[src/rv_isa_pkg.sv]
package rv_isa_pkg;

    localparam int xlen = 32;

    typedef logic [4:0] reg_addr_t;

    // base opcodes kept by this core
    typedef enum logic [6:0] {
        op_reg   = 7'b0110011,
        op_imm   = 7'b0010011,
        op_lui   = 7'b0110111,
        op_load  = 7'b0000011,
        op_store = 7'b0100011
    } opcode_t;

    localparam logic [2:0] f3_add_sub = 3'b000;
    localparam logic [2:0] f3_sll     = 3'b001;
    localparam logic [2:0] f3_slt     = 3'b010;
    localparam logic [2:0] f3_xor     = 3'b100;
    localparam logic [2:0] f3_srl_sra = 3'b101;
    localparam logic [2:0] f3_or      = 3'b110;
    localparam logic [2:0] f3_and     = 3'b111;
    // lw and sw
    localparam logic [2:0] f3_word    = 3'b010;

    localparam logic [6:0] f7_base = 7'b0000000;
    localparam logic [6:0] f7_alt  = 7'b0100000;

    typedef struct packed {
        logic [6:0] funct7;
        reg_addr_t  rs2;
        reg_addr_t  rs1;
        logic [2:0] funct3;
        reg_addr_t  rd;
        logic [6:0] opcode;
    } r_fmt_t;

    typedef struct packed {
        logic [11:0] imm;
        reg_addr_t   rs1;
        logic [2:0]  funct3;
        reg_addr_t   rd;
        logic [6:0]  opcode;
    } i_fmt_t;

    // store offset is split around rs2/rs1
    typedef struct packed {
        logic [6:0] imm_hi;
        reg_addr_t  rs2;
        reg_addr_t  rs1;
        logic [2:0] funct3;
        logic [4:0] imm_lo;
        logic [6:0] opcode;
    } s_fmt_t;

    typedef struct packed {
        logic [19:0] imm;
        reg_addr_t   rd;
        logic [6:0]  opcode;
    } u_fmt_t;

    typedef union packed {
        r_fmt_t r_fmt;
        i_fmt_t i_fmt;
        s_fmt_t s_fmt;
        u_fmt_t u_fmt;
    } instr_t;

endpackage
[src/register_file.sv]
module register_file (
    input  logic                         clk,
    input  logic                         reset,
    input  rv_isa_pkg::reg_addr_t        rs1,
    input  rv_isa_pkg::reg_addr_t        rs2,
    input  rv_isa_pkg::reg_addr_t        rd,
    input  logic                         we,
    input  logic [rv_isa_pkg::xlen-1:0]  wdata,
    output logic [rv_isa_pkg::xlen-1:0]  rs1_data,
    output logic [rv_isa_pkg::xlen-1:0]  rs2_data
);
    import rv_isa_pkg::*;

    // x0 has no storage
    logic [xlen-1:0] regs [1:31];

    always_ff @(posedge clk) begin
        if (reset) begin
            for (int i = 1; i < 32; i++) begin
                regs[i] <= '0;
            end
        end else if (we && rd != '0) begin
            regs[rd] <= wdata;
        end
    end

    assign rs1_data = (rs1 == '0) ? '0 : regs[rs1];
    assign rs2_data = (rs2 == '0) ? '0 : regs[rs2];

    // a write shows on the next read of that index, except for x0
    assert property (@(posedge clk) disable iff (reset)
        we |=> (rs1 != $past(rd))
               || (rs1_data == (($past(rd) == '0) ? '0 : $past(wdata))))
        else $error("register x%0d read back wrong", rs1);

endmodule

[config.mk]
export PLATFORM = sky130hd
export DESIGN_NAME = register_file
export DESIGN_NICKNAME = d
export VERILOG_FILES = /design/src/rv_isa_pkg.sv /design/src/register_file.sv
export SDC_FILE = /design/constraint.sdc
export NUM_CORES = 2
export LEC_CHECK = 0
export BUFFER_PORTS_ARGS = -buffer_cell sky130_fd_sc_hd__clkbuf_2
export CAP_MARGIN = 30
export CORE_MARGIN = 1.5
export CORE_UTILIZATION = 40
export DETAILED_ROUTE_END_ITERATION = 10
export SKIP_CTS_REPAIR_TIMING = 1
export SYNTH_ARGS = -nofsm -noshare
export SYNTH_HDL_FRONTEND = slang
export SYNTH_SLANG_ARGS = --single-unit
[constraint.sdc]
create_clock -name clk -period 2.1 [get_ports clk]
set_input_delay 0.315 -clock clk [delete_from_list [all_inputs] [get_ports clk]]
set_output_delay 0.315 -clock clk [all_outputs]
set_load 0.01 [all_outputs]
==> reports/qor.yml <==
top_register: "regs"
syn_avg_cell_area_sq_um: 14.51
num_io_pins: 114
synthCells: 3765
holdPathStages: 1
power_per_cell_area_nw_per_um2: 758.5
grt_overflow_total: 0
intPower_mw: 38.34
dieWidth_microns: 372.6
arrival_ns: 2.66
fin_tns_setup_ns: -40.46
synth_edf_count: 1024
seq_power_share_pct: 47.0
ys_seq_area_share_pct: 56.29
grt_pass1_wl_microns: 273600
max-cap-violations: 0
hold_path_class: "in -> reg"
start_kind: "flop"
ant_nets: 0
die_area_sq_um: 138800
p_sw_mw: 13.24
setup_violations: 64
drive_above_1_share_pct: 36.24
initial_core_util_pct: 40.33
cellLeakagePower_nw: 24.52
nets: 4208
core_sq_um: 135500
fmax_mhz: 335.7
reg_top3: "regs x1024"
wl_per_cell_microns: 32.44
drc: 0
finalCoreUtilization_pct: 50.20
cts_tree: "built"
antenna_found_initial: 17
ys_warn_count: 0
ir_drop_uv: 680.4
outcome: "finished, violations left"
vias: 36673
hold_viol: 0
grt_pass1_vias: 36658
rows: 135
maxSlewViolCount: 0
syn_area_sq_um: 54630
fillCellCount: 11342
grt_max_degree: 33
gp_congestion: 0.9162
worst_hold_slack_ns: 0.2318
dp_slack_ns: -0.8035
track_usage_pct: 27.99
dpl.hpwl_microns: 129900
power_frac_clock_pct: 38.0
design_area_sq_um: 68000
fin_crit_ns: 2.979
critPathRequiredTime_ns: 1.78
drt-vias-per-instance: 6.077
slew_headroom_pct: 44.38
worstSetupEndpointType: "output port"
final_cell_mix: "edfxtp_1, and2_1, buf_4"
switching_share_pct: 25.67
cts-root-buf: "clkbuf_16"
final_common_cell: "edfxtp_1"
ys.flop_type: "edfxtp_1"
rsz0062_at_grt: "true"
cts_sinks: 1024
worstPathMaxFanout: 2
synthArstFlopShare_pct: 0
io_buffers: 113
pwr-share-comb_pct: 15.0
violations: "negative setup slack"
area_delta_synth_final_pct: 24.47
clockBufferDepth: 3
cts_max_level: 3
fp.dieH_microns: 372.6
dr.pass1.iters: 5
cts.clk_slew.worst_paths_ns: 0.06
period_share_pct: 141.9
largest_register_ffs: 1024
ys_types: 44
drt-initial-drc-count: 4307
postLayoutSetupSlackWorst_ns: -0.8791
cts_buffers: 111
crit_type: "reg -> out"
placed_area_sq_um: 63120
drt-total-wl_microns: 195800
ys_seq_elements: 1024
tightest_slew_ns: 0.8305
==> path summary, 6_finish.rpt <==
kind | from | end | slack [ns]
worst max-delay path | regs[31][3]$_SDFFCE_PN0P_ | rs2_data[3] | -0.88
worst min-delay path | wdata[19] | regs[0][19]$_DFFE_PP_ | 0.23
==> area by class of cell <==
cell class / count / area (sq um) / share of cell area (%)
clock inverter: 65 / 563.0 / 0.8280
sequential: 1024 / 30750 / 45.22
tap: 1781 / 2228 / 3.277
antenna: 5 / 12.51 / 0.01840
clock buffer: 139 / 2989 / 4.396
multi-input combinational: 2364 / 25100 / 36.91
inverter: 1 / 5.005 / 0.007360
timing repair buffer: 656 / 6354 / 9.344
==> power groups by stage <==
stage	registers [mW]	clock network (mW)	logic, mW
after detailed placement	24.6	0	7.21
after global placement	24.6	0	7.17
after floorplan	24.4	0	4.16
final	24.3	19.6	7.73
after CTS	24.2	19.8	7.24
after global routing	24.4	20.5	8.01
==> metrics by stage <==
step | instances | power (mW)
2_1_floorplan | 3796 | 28.52
3_3_place_gp | 5814 | 31.78
3_5_place_dp | 5815 | 31.86
4_1_cts | 6019 | 51.27
5_1_grt | 6030 | 52.89
6_report | 6035 | 51.58
==> cells in the mapped netlist (all sizes together) (4+ instances only) <==
cell type     n  area (sq um)
a2111oi      55         521.8
and2        995          6225
nand3b        5         37.54
buf         104         681.9
nor2         37         138.9
mux2         34         382.9
edfxtp     1024         30750
or2          32         200.2
nor2b        56         350.3
a21oi        56         280.3
nand3         4         20.02
nor4         33         206.5
a22o         51         446.7
a211oi       47         352.8
nand2         6         22.52
mux2i       322          3223
o22ai        51         319.1
o21ai        36         180.2
a22oi       104         780.8
a221oi        4         35.03
nor3         26         130.1
mux4        356          8018
clkbuf      303          1139
==> cell families (layout without fill, tap and decap cells) <==
logic type,after synthesis,in the layout,synth area share (%)
simple gates,1213,1213,13.70
flops,1024,1024,56.29
compound gates,407,407,5.391
other cells,1,37,0.006864
mux,712,712,21.28
buf+inv,408,861,3.339
==> worst max-delay path, cell delays in order, from the launching register on <==
cell	delay (ns)
edfxtp_1	0.40
mux4_2	0.48
a22o_1	0.27
a2111oi_4	0.38
nor3_4	0.12
buf_4	0.15
clkbuf_2	0.11
==> layer usage <==
metal / global-route usage [%] / up-vias / routed length [microns]
met4: 10.65 / 22 / 7638
met3: 6.251 / 363 / 19120
met5: 0 / - / 134
li1: - / 15248 / -
met2: 44.24 / 2038 / 91190
met1: 37.65 / 19002 / 77700
Power figures use the tool's default switching activity.
