<file path="src/rv_isa_pkg.sv">
package rv_isa_pkg;

    localparam int xlen = 32;

    typedef logic [4:0] reg_addr_t;

    // base opcodes kept by this core
    typedef enum logic [6:0] {
        op_reg   = 7'b0110011,
        op_imm   = 7'b0010011,
        op_lui   = 7'b0110111,
        op_load  = 7'b0000011,
        op_store = 7'b0100011
    } opcode_t;

    localparam logic [2:0] f3_add_sub = 3'b000;
    localparam logic [2:0] f3_sll     = 3'b001;
    localparam logic [2:0] f3_slt     = 3'b010;
    localparam logic [2:0] f3_xor     = 3'b100;
    localparam logic [2:0] f3_srl_sra = 3'b101;
    localparam logic [2:0] f3_or      = 3'b110;
    localparam logic [2:0] f3_and     = 3'b111;
    // lw and sw
    localparam logic [2:0] f3_word    = 3'b010;

    localparam logic [6:0] f7_base = 7'b0000000;
    localparam logic [6:0] f7_alt  = 7'b0100000;

    typedef struct packed {
        logic [6:0] funct7;
        reg_addr_t  rs2;
        reg_addr_t  rs1;
        logic [2:0] funct3;
        reg_addr_t  rd;
        logic [6:0] opcode;
    } r_fmt_t;

    typedef struct packed {
        logic [11:0] imm;
        reg_addr_t   rs1;
        logic [2:0]  funct3;
        reg_addr_t   rd;
        logic [6:0]  opcode;
    } i_fmt_t;

    // store offset is split around rs2/rs1
    typedef struct packed {
        logic [6:0] imm_hi;
        reg_addr_t  rs2;
        reg_addr_t  rs1;
        logic [2:0] funct3;
        logic [4:0] imm_lo;
        logic [6:0] opcode;
    } s_fmt_t;

    typedef struct packed {
        logic [19:0] imm;
        reg_addr_t   rd;
        logic [6:0]  opcode;
    } u_fmt_t;

    typedef union packed {
        r_fmt_t r_fmt;
        i_fmt_t i_fmt;
        s_fmt_t s_fmt;
        u_fmt_t u_fmt;
    } instr_t;

endpackage
</file>
<file path="src/core_pkg.sv">
package core_pkg;

    typedef enum logic [3:0] {
        alu_add,
        alu_sub,
        alu_and,
        alu_or,
        alu_xor,
        alu_sll,
        alu_srl,
        alu_sra,
        alu_slt,
        alu_pass_b
    } alu_op_t;

    // decoded control for one instruction
    typedef struct packed {
        alu_op_t                      alu_op;
        logic                         use_imm;
        logic                         reg_write;
        logic                         mem_read;
        logic                         mem_write;
        logic                         legal;
        rv_isa_pkg::reg_addr_t        rd;
        rv_isa_pkg::reg_addr_t        rs1;
        rv_isa_pkg::reg_addr_t        rs2;
        logic [rv_isa_pkg::xlen-1:0]  imm;
    } ctrl_t;

    typedef struct packed {
        logic                         valid;
        logic [rv_isa_pkg::xlen-1:0]  pc;
        logic [31:0]                  instr;
        logic                         we;
        rv_isa_pkg::reg_addr_t        rd;
        logic [rv_isa_pkg::xlen-1:0]  value;
    } retire_t;

    // addr is a word index
    typedef struct packed {
        logic        valid;
        logic [15:0] addr;
        logic [31:0] word;
    } prog_load_t;

endpackage

</file>
<file path="src/decoder.sv">
module decoder (
    input  rv_isa_pkg::instr_t instr,
    output core_pkg::ctrl_t    ctrl
);
    import rv_isa_pkg::*;
    import core_pkg::*;

    logic [xlen-1:0] imm_i;
    logic [xlen-1:0] imm_s;
    logic [xlen-1:0] imm_u;
    logic            is_reg;
    logic            alt;
    logic            funct7_ok;
    logic            funct_ok;
    alu_op_t         funct_alu;

    assign imm_i = {{20{instr.i_fmt.imm[11]}}, instr.i_fmt.imm};
    assign imm_s = {{20{instr.s_fmt.imm_hi[6]}}, instr.s_fmt.imm_hi, instr.s_fmt.imm_lo};
    assign imm_u = {instr.u_fmt.imm, 12'b0};

    assign is_reg    = instr.r_fmt.opcode == op_reg;
    // funct7 picks sub in register form and sra in both forms
    assign alt       = instr.r_fmt.funct7 == f7_alt;
    assign funct7_ok = (instr.r_fmt.funct7 == f7_base) || alt;

    always_comb begin
        funct_ok = 1'b1;
        case (instr.r_fmt.funct3)
            f3_add_sub: funct_alu = (alt && is_reg) ? alu_sub : alu_add;
            f3_sll:     funct_alu = alu_sll;
            f3_slt:     funct_alu = alu_slt;
            f3_xor:     funct_alu = alu_xor;
            f3_srl_sra: funct_alu = alt ? alu_sra : alu_srl;
            f3_or:      funct_alu = alu_or;
            f3_and:     funct_alu = alu_and;
            default: begin
                // sltu is not supported
                funct_alu = alu_add;
                funct_ok  = 1'b0;
            end
        endcase
    end

    always_comb begin
        ctrl        = '0;
        ctrl.alu_op = alu_add;
        ctrl.rd     = instr.r_fmt.rd;
        ctrl.rs1    = instr.r_fmt.rs1;
        ctrl.rs2    = instr.r_fmt.rs2;
        case (instr.r_fmt.opcode)
            op_reg: begin
                ctrl.alu_op    = funct_alu;
                ctrl.legal     = funct_ok && funct7_ok;
                ctrl.reg_write = funct_ok && funct7_ok;
            end
            op_imm: begin
                ctrl.alu_op    = funct_alu;
                ctrl.use_imm   = 1'b1;
                ctrl.imm       = imm_i;
                ctrl.legal     = funct_ok;
                ctrl.reg_write = funct_ok;
            end
            op_lui: begin
                ctrl.alu_op    = alu_pass_b;
                ctrl.use_imm   = 1'b1;
                ctrl.imm       = imm_u;
                ctrl.legal     = 1'b1;
                ctrl.reg_write = 1'b1;
            end
            op_load: begin
                ctrl.use_imm = 1'b1;
                ctrl.imm     = imm_i;
                if (instr.i_fmt.funct3 == f3_word) begin
                    ctrl.legal     = 1'b1;
                    ctrl.reg_write = 1'b1;
                    ctrl.mem_read  = 1'b1;
                end
            end
            op_store: begin
                ctrl.use_imm = 1'b1;
                ctrl.imm     = imm_s;
                if (instr.s_fmt.funct3 == f3_word) begin
                    ctrl.legal     = 1'b1;
                    ctrl.mem_write = 1'b1;
                end
            end
            default: begin
            end
        endcase
    end

endmodule

</file>
<file path="config.mk">
export PLATFORM = sky130hd
export DESIGN_NAME = decoder
export DESIGN_NICKNAME = d
export VERILOG_FILES = /design/src/rv_isa_pkg.sv /design/src/core_pkg.sv /design/src/decoder.sv
export SDC_FILE = /design/constraint.sdc
export NUM_CORES = 1
export LEC_CHECK = 0
export BUFFER_PORTS_ARGS = -buffer_cell sky130_fd_sc_hd__buf_2
export CAP_MARGIN = 20
export CORE_AREA = 5 5 51 53
export DETAILED_ROUTE_END_ITERATION = 10
export DIE_AREA = 0 0 56 58
export PLACE_DENSITY = 0.79
export REMOVE_ABC_BUFFERS = 1
export SLEW_MARGIN = 20
export SYNTH_ARGS = -nofsm -noshare
export SYNTH_HDL_FRONTEND = slang
export SYNTH_SLANG_ARGS = --single-unit
</file>
<file path="constraint.sdc">
create_clock -name vclk -period 1.5
set_clock_uncertainty 0.1 [all_clocks]
set_input_delay 0.075 -clock vclk [all_inputs]
set_output_delay 0.075 -clock vclk [all_outputs]
set_load 0.1 [all_outputs]
</file>
==> reports/qor.yml, run 1 <==
setup-violations-final: 27
synth.area.mux_share: 0
worst-path-max-fanout: 3
largest_stage_delay_on_the_critical_path_ps: 540
synth_adder_area_share: 0
number_of_global_route_vias_before_repair: 1126
tightestPinTransition_ps: 500
seq_power_share: 0
sequential_share_of_the_synthesized_area: 0
synthesis.area_um2: 633
gpl.final_weighted_congestion: 0.803
rsz0062_at_grt: "true"
p_clk_frac: 0
chipHeight_um: 58
hpwl_um: 3050
multiInputGateArea_um2: 601
worst_path_required_ps: 1320
hold_buffers: 0
post_synth_inst_count: 93
final_critical_path_setup_slack_ps: -304
drive_above_1_share: 0.730
cp_num_buf_inv: 3
path_cells: "buf_6 -> or4_4 -> nor3_4 -> a41oi_1 -> o32ai_2 -> buf_4 -> buf_12"
vdd.ir_drop.worst_uv: 226
fp.dieArea_mm2: 0.00325
max_slew_headroom_at_the_worst_pin: 0.669
avgRoutedWirePerCell_um: 18.9
violations: "negative setup slack"
drtAntennaViolNets: 0
ys.warnings.count: 0
comb_power_share: 1.000
synth_top_family_by_area: "compound AO/OA/AOI/OAI gates"
yosys.area_share.xor_xnor: 0
final_min_period_over_clock_period: 1.20
drtIter0Drc: 35
number_of_antenna_cells_inserted: 0
min_path_type: "in2out"
slowest_stage: "sky130_fd_sc_hd__or4_4"
ff_latch_area_um2: 0
grt_antenna_before_repair: 0
first_pass_grt_wire_length_um: 5730
synth_simple_gate_area_share: 0.358
avgSynthCellArea_um2: 6.81
dp_cells: 209
final_cell_count_no_fill: 213
hold_path_startpoint: "instr[9]"
hold_viol: 0
worst-endpoint-arrival_ps: 1630
vias: 1130
path_class: "in2out"
clk_buf_instances: 0
drt_pre_antenna_iters: 4
most_used_standard_cell_by_instance_count_after_synthesis: "sky130_fd_sc_hd__a21o_1"
yosysTopAreaCell: "sky130_fd_sc_hd__a21o_1"
crit_family: "simple AND/OR/NAND/NOR gates"
synth_area_leaders: "sky130_fd_sc_hd__a21o_1, sky130_fd_sc_hd__buf_4, sky130_fd_sc_hd__and2_1"
vias_per_cell: 5.31
outcome: "complete, but fails checks"
core_area_mm2: 0.00211
n_fill_cell: 99
post_synthesis_compound_gate_area_fraction: 0.405
start_util: 0.301
sw_frac_of_total: 0.717
max_freq_mhz: 554
gr-total-overflow: 0
startpoint: "instr[31]"
row_count: 17
routed_wirelength_um: 4040
route.detailed.drc: 0
switching_power_w: 0.000345
netlist_top_cells_count: "sky130_fd_sc_hd__a21o_1, sky130_fd_sc_hd__buf_4, sky130_fd_sc_hd__nor2_1"
finish.utilization: 0.907
critPathCaptureType: "output pin"
p_total_w: 0.000481
quantity_of_i_o_buffers_inserted_on_ports: 88
design.seq.count: 0
final_design_area_no_fill_mm2: 0.00191
distinct_cells_synth: 28
cp-start-kind: "input port"
final.setup.tns_ps: -2300
synthDominantCellAreaShare: 0.225
final.min_clock_period_ps: 1800
maxCapViolations: 0
slew_viol_final: 0
ios: 88
post_dp_cell_area_mm2: 0.00174
p_leak_nw: 1.02
num-nets-final: 219
area_delta_synth_final_pct: 202
groute.usage.overall: 0.211
power.internal_w: 0.000136
chipWidth_um: 56
p_per_area_mw_per_mm2: 252
pin_count_of_the_biggest_net_entering_global_routing: 11
[stage by stage]
step	setup slack [ps]	hold slack [ps]
2_1_floorplan	-1880	50.0
3_3_place_gp	-285	437
3_5_place_dp	-340	437
4_1_cts	-312	437
5_1_grt	-357	443
6_report	-304	437
[layer usage]
metal  GRT usage  vias up  wire length [um]
met5           0        -                 0
met4      0.0237        0               157
met3      0.0601       16               359
met2       0.439       81              2240
met1       0.212      521              1280
li1            -      512                 -
[timing repair]
item,CTS,global route
setup endpoints to repair,34,29
buffers inserted,1,3
gates cloned,0,0
gates resized for setup,16,14
pin swaps,3,4
[kinds of logic after synthesis]
family,count (synthesis)
buffers and inverters,22
and+or+nand+nor,37
AOI/OAI and AO/OA,34
[layout by cell type, fill, tap and decap left out, types with 2 or more instances in the layout]
cell type	Yosys	final
sky130_fd_sc_hd__a21o_1	19	19
sky130_fd_sc_hd__o21bai_2	0	2
sky130_fd_sc_hd__and2_1	8	6
sky130_fd_sc_hd__nor2_1	11	9
sky130_fd_sc_hd__and2_4	0	2
sky130_fd_sc_hd__buf_2	3	45
sky130_fd_sc_hd__nor2b_1	2	2
sky130_fd_sc_hd__buf_12	0	41
sky130_fd_sc_hd__nand2_2	0	2
sky130_fd_sc_hd__and2_2	2	2
sky130_fd_sc_hd__a31oi_1	2	2
sky130_fd_sc_hd__a22oi_1	5	5
sky130_fd_sc_hd__buf_6	0	7
sky130_fd_sc_hd__nor2_4	0	2
sky130_fd_sc_hd__buf_4	17	19
sky130_fd_sc_hd__nor3_4	1	2
[power groups by stage]
stage          combinational, W  clock, W  sequential, W
3_3_place_gp           0.000437         0              0
2_1_floorplan          0.000121         0              0
6_report               0.000481         0              0
3_5_place_dp           0.000447         0              0
4_1_cts                0.000463         0              0
5_1_grt                0.000497         0              0
[worst paths after layout]
path	endpoint	cells past startpoint	slack (ps)
hold / removal	ctrl[44]	2	440
setup / recovery	ctrl[52]	7	-300
[layout make-up]
class	count	area share
inverter	2	0.00393
multi-input combinational	71	0.314
timing repair buffer	112	0.663
tap	28	0.0183
Note: power is estimated with default switching activity, not from simulation.
==> inputs of run 2 (changes only) <==
- BUFFER_PORTS_ARGS: -buffer_cell sky130_fd_sc_hd__buf_2 -> -buffer_cell sky130_fd_sc_hd__buf_4
==> reports/qor.yml, run 2 (synthesis results as in run 1) <==
outcome: "complete, but fails checks"
violations: "negative setup slack"
sw_frac_of_total: 0.676  # -0.0405
routed_wirelength_um: 3630  # -9.9%
final_min_period_over_clock_period: 1.21  # +0.00885
drt_pre_antenna_iters: 4  # unchanged
grt_busiest_layer: "met2"
grt_antenna_before_repair: 0  # unchanged
path_class: "in2out"
comb_power_share: 1.000  # about the same
route.detailed.drc: 0  # unchanged
globalRouteMet2Util: 0.421  # -0.0184
drtIter0Drc: 19  # -46%
final_cell_mix: "sky130_fd_sc_hd__buf_4, sky130_fd_sc_hd__buf_12, sky130_fd_sc_hd__a21o_1, sky130_fd_sc_hd__buf_6, sky130_fd_sc_hd__nor2_1"
max_freq_mhz: 550  # -0.73%
row_count: 17  # unchanged
ff_latch_area_um2: 0  # unchanged
gr-total-overflow: 0  # unchanged
drive_above_1_share: 0.692  # -0.0374
tightestPinTransition_ps: 329  # -171 ps
worst_hold_path.num_cells: 2  # unchanged
min_path_type: "in2out"
worst-path-max-fanout: 3  # unchanged
hpwl_um: 2460  # -19%
design.seq.count: 0  # unchanged
max_slew_headroom_at_the_worst_pin: 0.780  # +0.111
maxCapViolations: 0  # unchanged
clk_buf_instances: 0  # unchanged
p_leak_nw: 0.975  # -4.4%
dp_cells: 205  # -1.9%
slew_viol_final: 0  # unchanged
number_of_antenna_cells_inserted: 0  # unchanged
most_common_cell_after_layout_fill_and_taps_aside: "sky130_fd_sc_hd__buf_4"
worst_path_required_ps: 1320  # about the same
rsz0062_at_grt: "true"
ios: 88  # unchanged
gpl.final_weighted_congestion: 0.807  # +0.57%
final.min_clock_period_ps: 1820  # +13.3 ps
critPathCaptureType: "output pin"
final_cell_count_no_fill: 210  # -1.4%
seq_power_share: 0  # unchanged
hold_viol: 0  # unchanged
vias_per_cell: 5.11  # -3.7%
core_area_mm2: 0.00211  # unchanged
power.internal_w: 0.000158  # +16%
num-nets-final: 216  # -1.4%
grt.met1_usage: 0.184  # -0.0278
pin_count_of_the_biggest_net_entering_global_routing: 21  # +10
chipWidth_um: 56  # unchanged
avgRoutedWirePerCell_um: 17.3  # -8.7%
drtAntennaViolNets: 0  # unchanged
number_of_global_route_vias_before_repair: 1060  # -5.9%
final_critical_path_setup_slack_ps: -318  # -13.3 ps
cp-start-kind: "input port"
start_util: 0.301  # unchanged
worst-endpoint-arrival_ps: 1640  # about the same
groute.usage.overall: 0.192  # -0.0190
vdd.ir_drop.worst_uv: 229  # +1.4%
vias: 1073  # -5.0%
p_clk_frac: 0  # unchanged
fp.dieArea_mm2: 0.00325  # unchanged
p_total_w: 0.000489  # +1.5%
first_pass_grt_wire_length_um: 5200  # -9.2%
p_per_area_mw_per_mm2: 275  # +9.1%
area_delta_synth_final_pct: 181
final.setup.tns_ps: -1960  # +334 ps
setup-violations-final: 23  # -15%
quantity_of_i_o_buffers_inserted_on_ports: 88  # unchanged
switching_power_w: 0.000330  # -4.2%
chipHeight_um: 58  # unchanged
grt.met3_usage: 0.0535  # -0.00668
==> run 2: power groups by stage <==
stage	logic (W)	clock network [W]	registers (W)
6_report	0.000489	0	0
5_1_grt	0.000505	0	0
4_1_cts	0.000477	0	0
3_5_place_dp	0.000445	0	0
3_3_place_gp	0.000439	0	0
2_1_floorplan	0.000121	0	0
==> run 2: repair_timing <==
item                       in CTS  in global routing
pin swaps                       1                  3
hold buffers                    0                  0
gates resized for setup        82                 18
buffers inserted                4                  1
setup endpoints to repair      30                 34
==> run 2: path summary, 6_finish.rpt <==
kind	startpoint	end	slack (ps)
max	instr[31]	ctrl[52]	-320
min	instr[8]	ctrl[43]	390
==> run 2: cell type report <==
class	instances	area, um^2
repair buffers	109	1190
multi-input cells	71	544
fillers	126	328
well taps	28	35.0
inverters	2	7.51
==> run 2: critical path: stages <==
cell and delay (ps):
sky130_fd_sc_hd__buf_6 90, sky130_fd_sc_hd__or4_4 540, sky130_fd_sc_hd__nor3_4 170, sky130_fd_sc_hd__a41oi_1 140, sky130_fd_sc_hd__o32ai_1 280, sky130_fd_sc_hd__buf_4 350
==> run 2: metal layers <==
metal / wire, um / vias up
li1: - / 504
met1: 1200 / 508
met2: 2090 / 57
met3: 284 / 4
met4: 59 / 0
met5: 0 / -
==> run 2: through the flow <==
step / instance area (um^2) / setup slack, ps / utilization / hold slack, ps
after floorplan: 490 / -1880 / - / 50.0
after CTS: 1710 / -308 / 0.810 / 387
after global placement: 1320 / -296 / 0.629 / 387
after global routing: 1780 / -342 / 0.844 / 387
final: 1780 / -318 / 0.844 / 386
after detailed placement: 1320 / -337 / 0.629 / 387
