`src/rv_isa_pkg.sv`:
```
package rv_isa_pkg;

    localparam int xlen = 32;

    typedef logic [4:0] reg_addr_t;

    // base opcodes kept by this core
    typedef enum logic [6:0] {
        op_reg   = 7'b0110011,
        op_imm   = 7'b0010011,
        op_lui   = 7'b0110111,
        op_load  = 7'b0000011,
        op_store = 7'b0100011
    } opcode_t;

    localparam logic [2:0] f3_add_sub = 3'b000;
    localparam logic [2:0] f3_sll     = 3'b001;
    localparam logic [2:0] f3_slt     = 3'b010;
    localparam logic [2:0] f3_xor     = 3'b100;
    localparam logic [2:0] f3_srl_sra = 3'b101;
    localparam logic [2:0] f3_or      = 3'b110;
    localparam logic [2:0] f3_and     = 3'b111;
    // lw and sw
    localparam logic [2:0] f3_word    = 3'b010;

    localparam logic [6:0] f7_base = 7'b0000000;
    localparam logic [6:0] f7_alt  = 7'b0100000;

    typedef struct packed {
        logic [6:0] funct7;
        reg_addr_t  rs2;
        reg_addr_t  rs1;
        logic [2:0] funct3;
        reg_addr_t  rd;
        logic [6:0] opcode;
    } r_fmt_t;

    typedef struct packed {
        logic [11:0] imm;
        reg_addr_t   rs1;
        logic [2:0]  funct3;
        reg_addr_t   rd;
        logic [6:0]  opcode;
    } i_fmt_t;

    // store offset is split around rs2/rs1
    typedef struct packed {
        logic [6:0] imm_hi;
        reg_addr_t  rs2;
        reg_addr_t  rs1;
        logic [2:0] funct3;
        logic [4:0] imm_lo;
        logic [6:0] opcode;
    } s_fmt_t;

    typedef struct packed {
        logic [19:0] imm;
        reg_addr_t   rd;
        logic [6:0]  opcode;
    } u_fmt_t;

    typedef union packed {
        r_fmt_t r_fmt;
        i_fmt_t i_fmt;
        s_fmt_t s_fmt;
        u_fmt_t u_fmt;
    } instr_t;

endpackage
```
`src/core_pkg.sv`:
```
package core_pkg;

    typedef enum logic [3:0] {
        alu_add,
        alu_sub,
        alu_and,
        alu_or,
        alu_xor,
        alu_sll,
        alu_srl,
        alu_sra,
        alu_slt,
        alu_pass_b
    } alu_op_t;

    // decoded control for one instruction
    typedef struct packed {
        alu_op_t                      alu_op;
        logic                         use_imm;
        logic                         reg_write;
        logic                         mem_read;
        logic                         mem_write;
        logic                         legal;
        rv_isa_pkg::reg_addr_t        rd;
        rv_isa_pkg::reg_addr_t        rs1;
        rv_isa_pkg::reg_addr_t        rs2;
        logic [rv_isa_pkg::xlen-1:0]  imm;
    } ctrl_t;

    typedef struct packed {
        logic                         valid;
        logic [rv_isa_pkg::xlen-1:0]  pc;
        logic [31:0]                  instr;
        logic                         we;
        rv_isa_pkg::reg_addr_t        rd;
        logic [rv_isa_pkg::xlen-1:0]  value;
    } retire_t;

    // addr is a word index
    typedef struct packed {
        logic        valid;
        logic [15:0] addr;
        logic [31:0] word;
    } prog_load_t;

endpackage

```
`src/fetch_unit.sv`:
```
module fetch_unit #(
    parameter int imem_depth = 32
) (
    input  logic                         clk,
    input  logic                         reset,
    input  logic                         run,
    input  core_pkg::prog_load_t         prog,
    output logic                         prog_ready,
    output logic [rv_isa_pkg::xlen-1:0]  pc,
    output rv_isa_pkg::instr_t           instr
);
    import rv_isa_pkg::*;

    localparam int idx_w = $clog2(imem_depth);

    logic [xlen-1:0] imem [imem_depth];
    logic            imem_we;

    // program loads only while the core is stopped
    assign prog_ready = !run;
    // out-of-range beats are accepted and dropped
    assign imem_we = prog.valid && prog_ready && (prog.addr < imem_depth);

    always_ff @(posedge clk) begin
        if (imem_we) begin
            imem[prog.addr[idx_w-1:0]] <= prog.word;
        end
    end

    always_ff @(posedge clk) begin
        if (reset) begin
            pc <= '0;
        end else if (run) begin
            // wrap at the end of the instruction array
            if (pc[xlen-1:2] == imem_depth - 1) begin
                pc <= '0;
            end else begin
                pc <= pc + 4;
            end
        end
    end

    assign instr = imem[pc[idx_w+1:2]];

    // a beat offered while running leaves the stored word untouched
    assert property (@(posedge clk) disable iff (reset)
        run && prog.valid && (prog.addr < imem_depth)
        |=> imem[$past(prog.addr[idx_w-1:0])] === $past(imem[prog.addr[idx_w-1:0]]))
        else $error("instruction memory written while running");

endmodule

```
`config.mk`:
```
export PLATFORM = sky130hd
export DESIGN_NAME = fetch_unit
export DESIGN_NICKNAME = d
export VERILOG_FILES = /design/src/rv_isa_pkg.sv /design/src/core_pkg.sv /design/src/fetch_unit.sv
export SDC_FILE = /design/constraint.sdc
export NUM_CORES = 1
export LEC_CHECK = 0
export BUFFER_PORTS_ARGS = -buffer_cell sky130_fd_sc_hd__buf_2
export CORE_UTILIZATION = 56
export CTS_CLUSTER_DIAMETER = 60
export DETAILED_ROUTE_END_ITERATION = 8
export GPL_TIMING_DRIVEN = 1
export PLACE_DENSITY = 0.75
export SYNTH_ARGS = -nofsm -noshare
export SYNTH_HDL_FRONTEND = slang
export SYNTH_SLANG_ARGS = --single-unit
```
`constraint.sdc`:
```
create_clock -name clk -period 3.3 [get_ports clk]
set_clock_uncertainty 0.15 [all_clocks]
set_input_delay 0.33 -clock clk [delete_from_list [all_inputs] [get_ports clk]]
set_output_delay 0.33 -clock clk [all_outputs]
set_load 0.05 [all_outputs]
```
==> out/results.tsv, run 1 <==
stage	metric	value	unit
synth	synth_edf_count	1024	
synth	synth.avg_cell_area	22.4	µm²
min_path	hp-start	prog[29]	
synth	syn-cell-area	0.0398	mm²
clock_tree	clk-insertion-delay-late	0.67	ns
placed_design	post-place-ws	0.311	ns
worst_setup_path	critPathKind	flop to primary output	
layout	final_cells	3045	
power_and_ir_drop	combPwrFrac	6.5	%
worst_setup_path	cp-start-kind	flop	
power_and_ir_drop	p_per_area	598	mW/mm²
layout	fillCellCount	4279	
power_and_ir_drop	power	0.0280	W
clock_tree	clockBufferDepth	3	
timing	rsz0062_at_grt	true	
timing	finalHoldViolations	0	
layout	final_util	66.8	%
layout	area_growth_syn_to_layout	17.9	%
min_path	hold_class	primary input to flop	
routing	routed_wl	94.2	mm
synth	synth_ff_type	edfxtp_1	
synth	ys.warnings.count	0	
global_route	grt_remaining_overflow	0	
global_route	grt-busiest-layer	met2	
layout	drive_gt1_share	36.6	%
timing	drv_slew	0	
floorplanning	fp.coreArea	0.0701	mm²
synth	yosys.cell_types.count	37	
timing	tightest_slew	1.06	ns
synth	synth-seq-cells	1059	
power_and_ir_drop	pwr-share-clk	41.0	%
min_path	min_to	imem[18][29]$_DFFE_PP_	
timing	max_slew_margin	29.0	%
power_and_ir_drop	p_leak	14.5	nW
worst_setup_path	worst_r2r_endpoint	pc[22]$_SDFFE_PP0P_	
clock_tree	htree_levels	3	
run_status	status	finished, violations left	
floorplanning	die_area	0.0721	mm²
floorplanning	io_pins	117	
clock_tree	path_clk_slew	0.06	ns
synth	yosys.area.top_type	edfxtp_1	
job	drv_cap	0	
placed_design	dp.cells	2851	
placed_design	place_congestion	0.817	
timing	fmax	302	MHz
global_route	grt.total_usage	26.8	%
layout	layout_common_cells	edfxtp_1, mux4_2, clkbuf_16	
floorplanning	fp-row-count	97	
worst_setup_path	critPathCaptureType	primary output	
power_and_ir_drop	swShare	21.1	%
worst_setup_path	arrival	2.83	ns
min_path	hold_depth	1	
clock_tree	cts_inserted_buffers	100	
floorplanning	die-height	268	µm
routing	drcViolationCount	0	
floorplanning	start_util	56.7	%
global_route	grt_max_degree	69	
timing	fin_ws	-0.0114	ns
power_and_ir_drop	vdd_drop_max	0.373	mV
routing	drt_first_pass_iters	5	
routing	drtIter0Drc	2569	
timing	fin_crit	3.31	ns
timing	finalCritPeriodShare	100	%
timing	timing.hold.ws	0.0449	ns
power_and_ir_drop	seqPwrFrac	52.6	%
global_route	antenna_found_initial	1	
layout	fin_nets	2075	
placed_design	io_buffers	114	
clock_tree	cts_sinks	1059	
synth	synth_top_cells_by_area	edfxtp_1, mux4_2, o22ai_1	
routing	ant_nets	0	
global_route	met3_usage	7.33	%
clock_tree	cts_tree	yes	
routing	vias	20000	
run_status	violations	setup timing	
worst_setup_path	cp_max_fo	68	
global_route	met2_usage	42.0	%
global_route	grt_pass1_wl	136	mm
global_route	grt_pass1_vias	20000	
clock_tree	cts_root_buf	clkbuf_16	
floorplanning	die_x	268	µm
global_route	met1_usage	37.5	%
worst_setup_path	reg2reg_slack	0.72	ns
synth	synthCells	1773	
synth	synth_top_area_share	77.3	%
power_and_ir_drop	p_switching	0.00591	W
synth	yosysSeqAreaShare	79.1	%
power_and_ir_drop	internal-power	0.0221	W
worst_setup_path	ff2ff_path_depth	5	
layout	final_common_cell	edfxtp_1	
worst_setup_path	required	2.82	ns
synth	synthArstFlopShare	0	%
placed_design	detailed_place_hpwl	55.7	mm
timing	setup_viol	2	
routing	via_per_inst	6.56	
routing	drt-wirelength-per-cell	30.9	µm
worst_setup_path	r2r-start	pc[2]$_SDFFE_PP0P_	
==> power by group through the flow <==
stage	combinational, W	sequential, W	clock (W)
after floorplan	0.00106	0.0150	0
after global placement	0.00165	0.0150	0
after detailed placement	0.00168	0.0150	0
after CTS	0.00178	0.0147	0.0116
after global routing	0.00190	0.0147	0.0121
final	0.00181	0.0147	0.0115
==> worst max-delay path, cell delays in order, from the launching register on <==
cell	delay, ns
dfxtp_4	0.45
buf_12	0.33
mux4_2	0.32
o22ai_1	0.13
nor4_4	0.46
buf_2	0.35
==> routing by layer <==
layer | wire length, µm | vias up | part of all wire, %
met5 | 0 | - | 0
met4 | 2130 | 0 | 2.3
met3 | 10500 | 155 | 11
met2 | 45700 | 1103 | 49
met1 | 35900 | 10600 | 38
li1 | - | 8141 | -
==> registers in the layout (all words and copies together), names as in the netlist, named ones only <==
name	count
pc	30
imem	1024
==> stage by stage <==
stage          cell area, µm²  setup TNS (ns)
3_3_place_gp            42900               0
6_report                46900         -0.0152
3_5_place_dp            42900               0
2_1_floorplan           40000          -0.318
4_1_cts                 46700         -0.0315
5_1_grt                 46900          -0.382
==> kinds of logic (layout without fill, tap and decap cells) <==
kind of cell               count (synthesis)  count (layout)  share of synthesized area, %
other                                      1               3                       0.00943
and+or+nand+nor                          175             175                          2.44
adders and majority gates                  1               1                        0.0315
muxes                                    257             257                          14.5
DFF                                     1059            1059                          79.1
xor gates and xnor gates                  11              11                         0.242
buffers and inverters                    104             434                          1.10
AOI/OAI and AO/OA                        165             165                          2.55
==> area by class of cell <==
cell class	instances	area, µm²	share of cell area [%]
sequential	1059	31500	67.1
multi-input combinational	611	8750	18.7
clock buffer	122	2670	5.69
timing repair buffer	245	2190	4.66
tap	940	1180	2.51
clock inverter	62	626	1.33
inverter	5	18.8	0.0400
antenna	1	2.50	0.00534
==> worst max-delay path by stage <==
stage | slack [ns] | cells past startpoint | end
after floorplan | -0.002 | 6 | imem[20][0]$_DFFE_PP_
after global placement | 0.26 | 6 | instr[14]
after detailed placement | 0.31 | 6 | instr[14]
after CTS | -0.03 | 7 | instr[23]
after global routing | -0.07 | 7 | instr[23]
final | -0.01 | 5 | instr[8]
==> Yosys cell counts, drive strengths merged, types with 3 or more instances <==
| master | instances |
|---|---|
| edfxtp | 1024 |
| mux4 | 256 |
| o22ai | 128 |
| clkbuf | 58 |
| nor2 | 50 |
| buf | 41 |
| nor4 | 38 |
| dfxtp | 35 |
| a21oi | 18 |
| nand3 | 13 |
| or4 | 13 |
| nand2 | 12 |
| nand4 | 12 |
| o31ai | 10 |
| or3 | 10 |
| o21ai | 8 |
| nand3b | 6 |
| xor2 | 6 |
| inv | 5 |
| xnor2 | 5 |
| and4 | 4 |
| and3 | 3 |
| nor3 | 3 |
==> what timing repair did <==
action                                  CTS  global route
buffers inserted                          5             0
endpoints found under the setup margin   32            25
gates cloned                              2             0
gates resized for setup                  51            44
pin swaps                                 3             3
hold buffers                              2             0
endpoints found under the hold margin    11             0
Power figures use the tool's default switching activity.
==> run 2: changes to the inputs <==
--- a/config.mk
+++ b/config.mk
@@ -6,11 +6,11 @@
 export NUM_CORES = 1
 export LEC_CHECK = 0
 export BUFFER_PORTS_ARGS = -buffer_cell sky130_fd_sc_hd__buf_2
-export CORE_UTILIZATION = 56
+export CORE_UTILIZATION = 60
 export CTS_CLUSTER_DIAMETER = 60
 export DETAILED_ROUTE_END_ITERATION = 8
 export GPL_TIMING_DRIVEN = 1
-export PLACE_DENSITY = 0.75
+export PLACE_DENSITY = 0.76
 export SYNTH_ARGS = -nofsm -noshare
 export SYNTH_HDL_FRONTEND = slang
 export SYNTH_SLANG_ARGS = --single-unit
==> constraint.sdc (replaced) <==
create_clock -name clk -period 3.95 [get_ports clk]
set_clock_uncertainty 0.15 [all_clocks]
set_input_delay 0.395 -clock clk [delete_from_list [all_inputs] [get_ports clk]]
set_output_delay 0.395 -clock clk [all_outputs]
set_load 0.05 [all_outputs]
==> run 2 against run 1 <==
Against the previous run:
- the run now ends clean
- worst hold slack better by 0.011 ns
- die area fell by 6.6%
- utilization grew 2.7 points
- setup slack gained 0.099 ns
- largest cell class unchanged
==> out/results.tsv, run 2 (same netlist as run 1, synthesis figures left out) <==
stage	metric	value	unit	change
power_and_ir_drop	p_switching	0.00491	W	-17%
global_route	antenna_found_initial	4		+3
clock_tree	cts_sinks	1059		unchanged
power_and_ir_drop	swShare	21.2	%	+0.085 points
worst_setup_path	required	3.40	ns	+0.58 ns
power_and_ir_drop	seqPwrFrac	53.1	%	+0.5 points
power_and_ir_drop	power	0.0232	W	-17%
floorplanning	start_util	60.6	%	+3.9 points
layout	layout_common_cells	edfxtp_1, mux4_2, o22ai_1		
timing	fmax	259	MHz	
global_route	grt.total_usage	28.7	%	+1.9 points
floorplanning	fp-row-count	94		-3.1%
placed_design	detailed_place_hpwl	54.2	mm	-2.6%
timing	finalHoldViolations	0		unchanged
worst_setup_path	arrival	3.32	ns	+0.49 ns
routing	drcViolationCount	0		unchanged
floorplanning	fp.coreArea	0.0656	mm²	-6.4%
power_and_ir_drop	combPwrFrac	6.0	%	-0.5 points
power_and_ir_drop	p_per_area	508	mW/mm²	-15%
layout	drive_gt1_share	32.2	%	-4.5 points
layout	final_common_cell	edfxtp_1		
routing	drtIter0Drc	2427		-5.5%
timing	setup_viol	0		-2
clock_tree	cts_root_buf	clkbuf_16		
power_and_ir_drop	internal-power	0.0183	W	-17%
layout	final_util	69.6	%	+2.7 points
clock_tree	htree_levels	3		unchanged
layout	largest_reg_flops	1024		unchanged
layout	area_growth_syn_to_layout	14.9	%	
placed_design	dp.cells	2761		-3.2%
min_path	hold_class	primary input to flop		
routing	vias	20100		+0.90%
routing	routed_wl	94.4	mm	+0.19%
timing	finalSetupTns	0	ns	+0.0152 ns
timing	fin_crit	3.86	ns	
global_route	grt_pass1_vias	20300		+1.3%
routing	via_per_inst	6.83		+4.1%
clock_tree	path_clk_slew	0.06	ns	about the same
clock_tree	cts_inserted_buffers	102		+2.0%
timing	timing.hold.ws	0.0558	ns	+0.0109 ns
global_route	grt_pass1_wl	138	mm	+1.3%
global_route	grt_max_degree	60		-13%
layout	final_cells	2950		-3.1%
worst_setup_path	critPathCaptureType	primary output		
layout	fin_nets	2055		-0.96%
routing	ant_nets	0		unchanged
timing	max_slew_margin	35.7	%	+6.7 points
power_and_ir_drop	vdd_drop_max	0.449	mV	+20%
worst_setup_path	cp-start-kind	flop		
routing	drt-wirelength-per-cell	32.0	µm	+3.4%
global_route	grt_remaining_overflow	0		unchanged
floorplanning	die_area	0.0673	mm²	-6.6%
clock_tree	cts_setup_buffers	0		-5
floorplanning	io_pins	117		unchanged
routing	drt_first_pass_iters	7		+2
timing	drv_slew	0		unchanged
timing	rsz0062_at_grt	false		
worst_setup_path	critPathKind	flop to primary output		
run_status	status	finished clean		
power_and_ir_drop	p_leak	14.1	nW	-2.7%
placed_design	io_buffers	114		unchanged
power_and_ir_drop	pwr-share-clk	40.9	%	about the same
placed_design	place_congestion	0.848		+3.7%
clock_tree	clk-insertion-delay-late	0.64	ns	-0.03 ns
floorplanning	die_x	259	µm	-3.4%
floorplanning	die-height	259	µm	-3.4%
timing	finalCritPeriodShare	97.8	%	
clock_tree	cts_tree	yes		
worst_setup_path	cp_max_fo	32		-53%
clock_tree	clockBufferDepth	3		unchanged
layout	fillCellCount	3807		-11%
timing	tightest_slew	0.963	ns	-0.102 ns
job	drv_cap	0		unchanged
[run 2: cell count changes in the layout (fill, tap and decap cells not counted), sizes merged]
cell	before	now
bufinv	11	9
clkbuf	126	120
clkinv	45	47
bufbuf	2	0
diode	1	3
dlygate4sd3	2	1
inv	8	10
clkinvlp	3	4
buf	237	222
[run 2: final cells by class]
| type | instances | area, µm² | area share [%] |
|---|---|---|---|
| clock buffer | 120 | 2680 | 5.87 |
| multi-input combinational | 611 | 8140 | 17.8 |
| timing repair buffer | 223 | 1720 | 3.76 |
| antenna | 3 | 7.51 | 0.0164 |
| sequential | 1059 | 31500 | 68.9 |
| clock inverter | 65 | 566 | 1.24 |
| tap | 864 | 1080 | 2.37 |
| inverter | 5 | 18.8 | 0.0411 |
[run 2: timing repair]
item / CTS / global route
gates cloned: 0 / 0
hold endpoints to repair: 7 / 0
hold buffers: 1 / 0
gates resized for setup: 1 / 1
setup endpoints to repair: 1 / 1
[run 2: layer usage]
layer  vias to the layer above  GRT usage, %  share of wire, %
met1                     10500          42.4                38
met2                      1381          44.1                48
met3                       151          6.43                12
met4                         0          7.99               2.2
met5                         -             0                 0
li1                       8088             -                 -
[run 2: path summary, 6_finish.rpt]
kind / to / start / cells past startpoint / slack (ns)
max reg2reg: pc[24]$_SDFFE_PP0P_ / pc[3]$_SDFFE_PP0P_ / 5 / 1.08
max: instr[20] / flop / 6 / 0.09
min reg2reg: pc[30]$_SDFFE_PP0P_ / pc[30]$_SDFFE_PP0P_ / 2 / 0.38
min: flop / run / 3 / 0.06
[run 2: metrics by stage]
stage	cell area (µm²)	setup WS, ns
3_3_place_gp	42400	0.632
5_1_grt	45700	0.00549
4_1_cts	45700	0.0976
2_1_floorplan	39800	0.545
3_5_place_dp	42400	0.674
6_report	45700	0.0877
[run 2: power groups by stage]
stage / sequential [W] / combinational (W) / clock (W)
2_1_floorplan: 0.0126 / 0.000867 / 0
3_3_place_gp: 0.0126 / 0.00136 / 0
3_5_place_dp: 0.0126 / 0.00138 / 0
4_1_cts: 0.0123 / 0.00140 / 0.00959
5_1_grt: 0.0123 / 0.00147 / 0.00999
6_report: 0.0123 / 0.00139 / 0.00950
[run 2: worst max-delay path, stage by stage (launching register included)]
cell     delay [ns]
dfxtp_1        0.49
nor2_1         0.09
nand2_2        0.64
o22ai_1        0.42
nor4_1         0.51
buf_4          0.22
buf_2          0.27
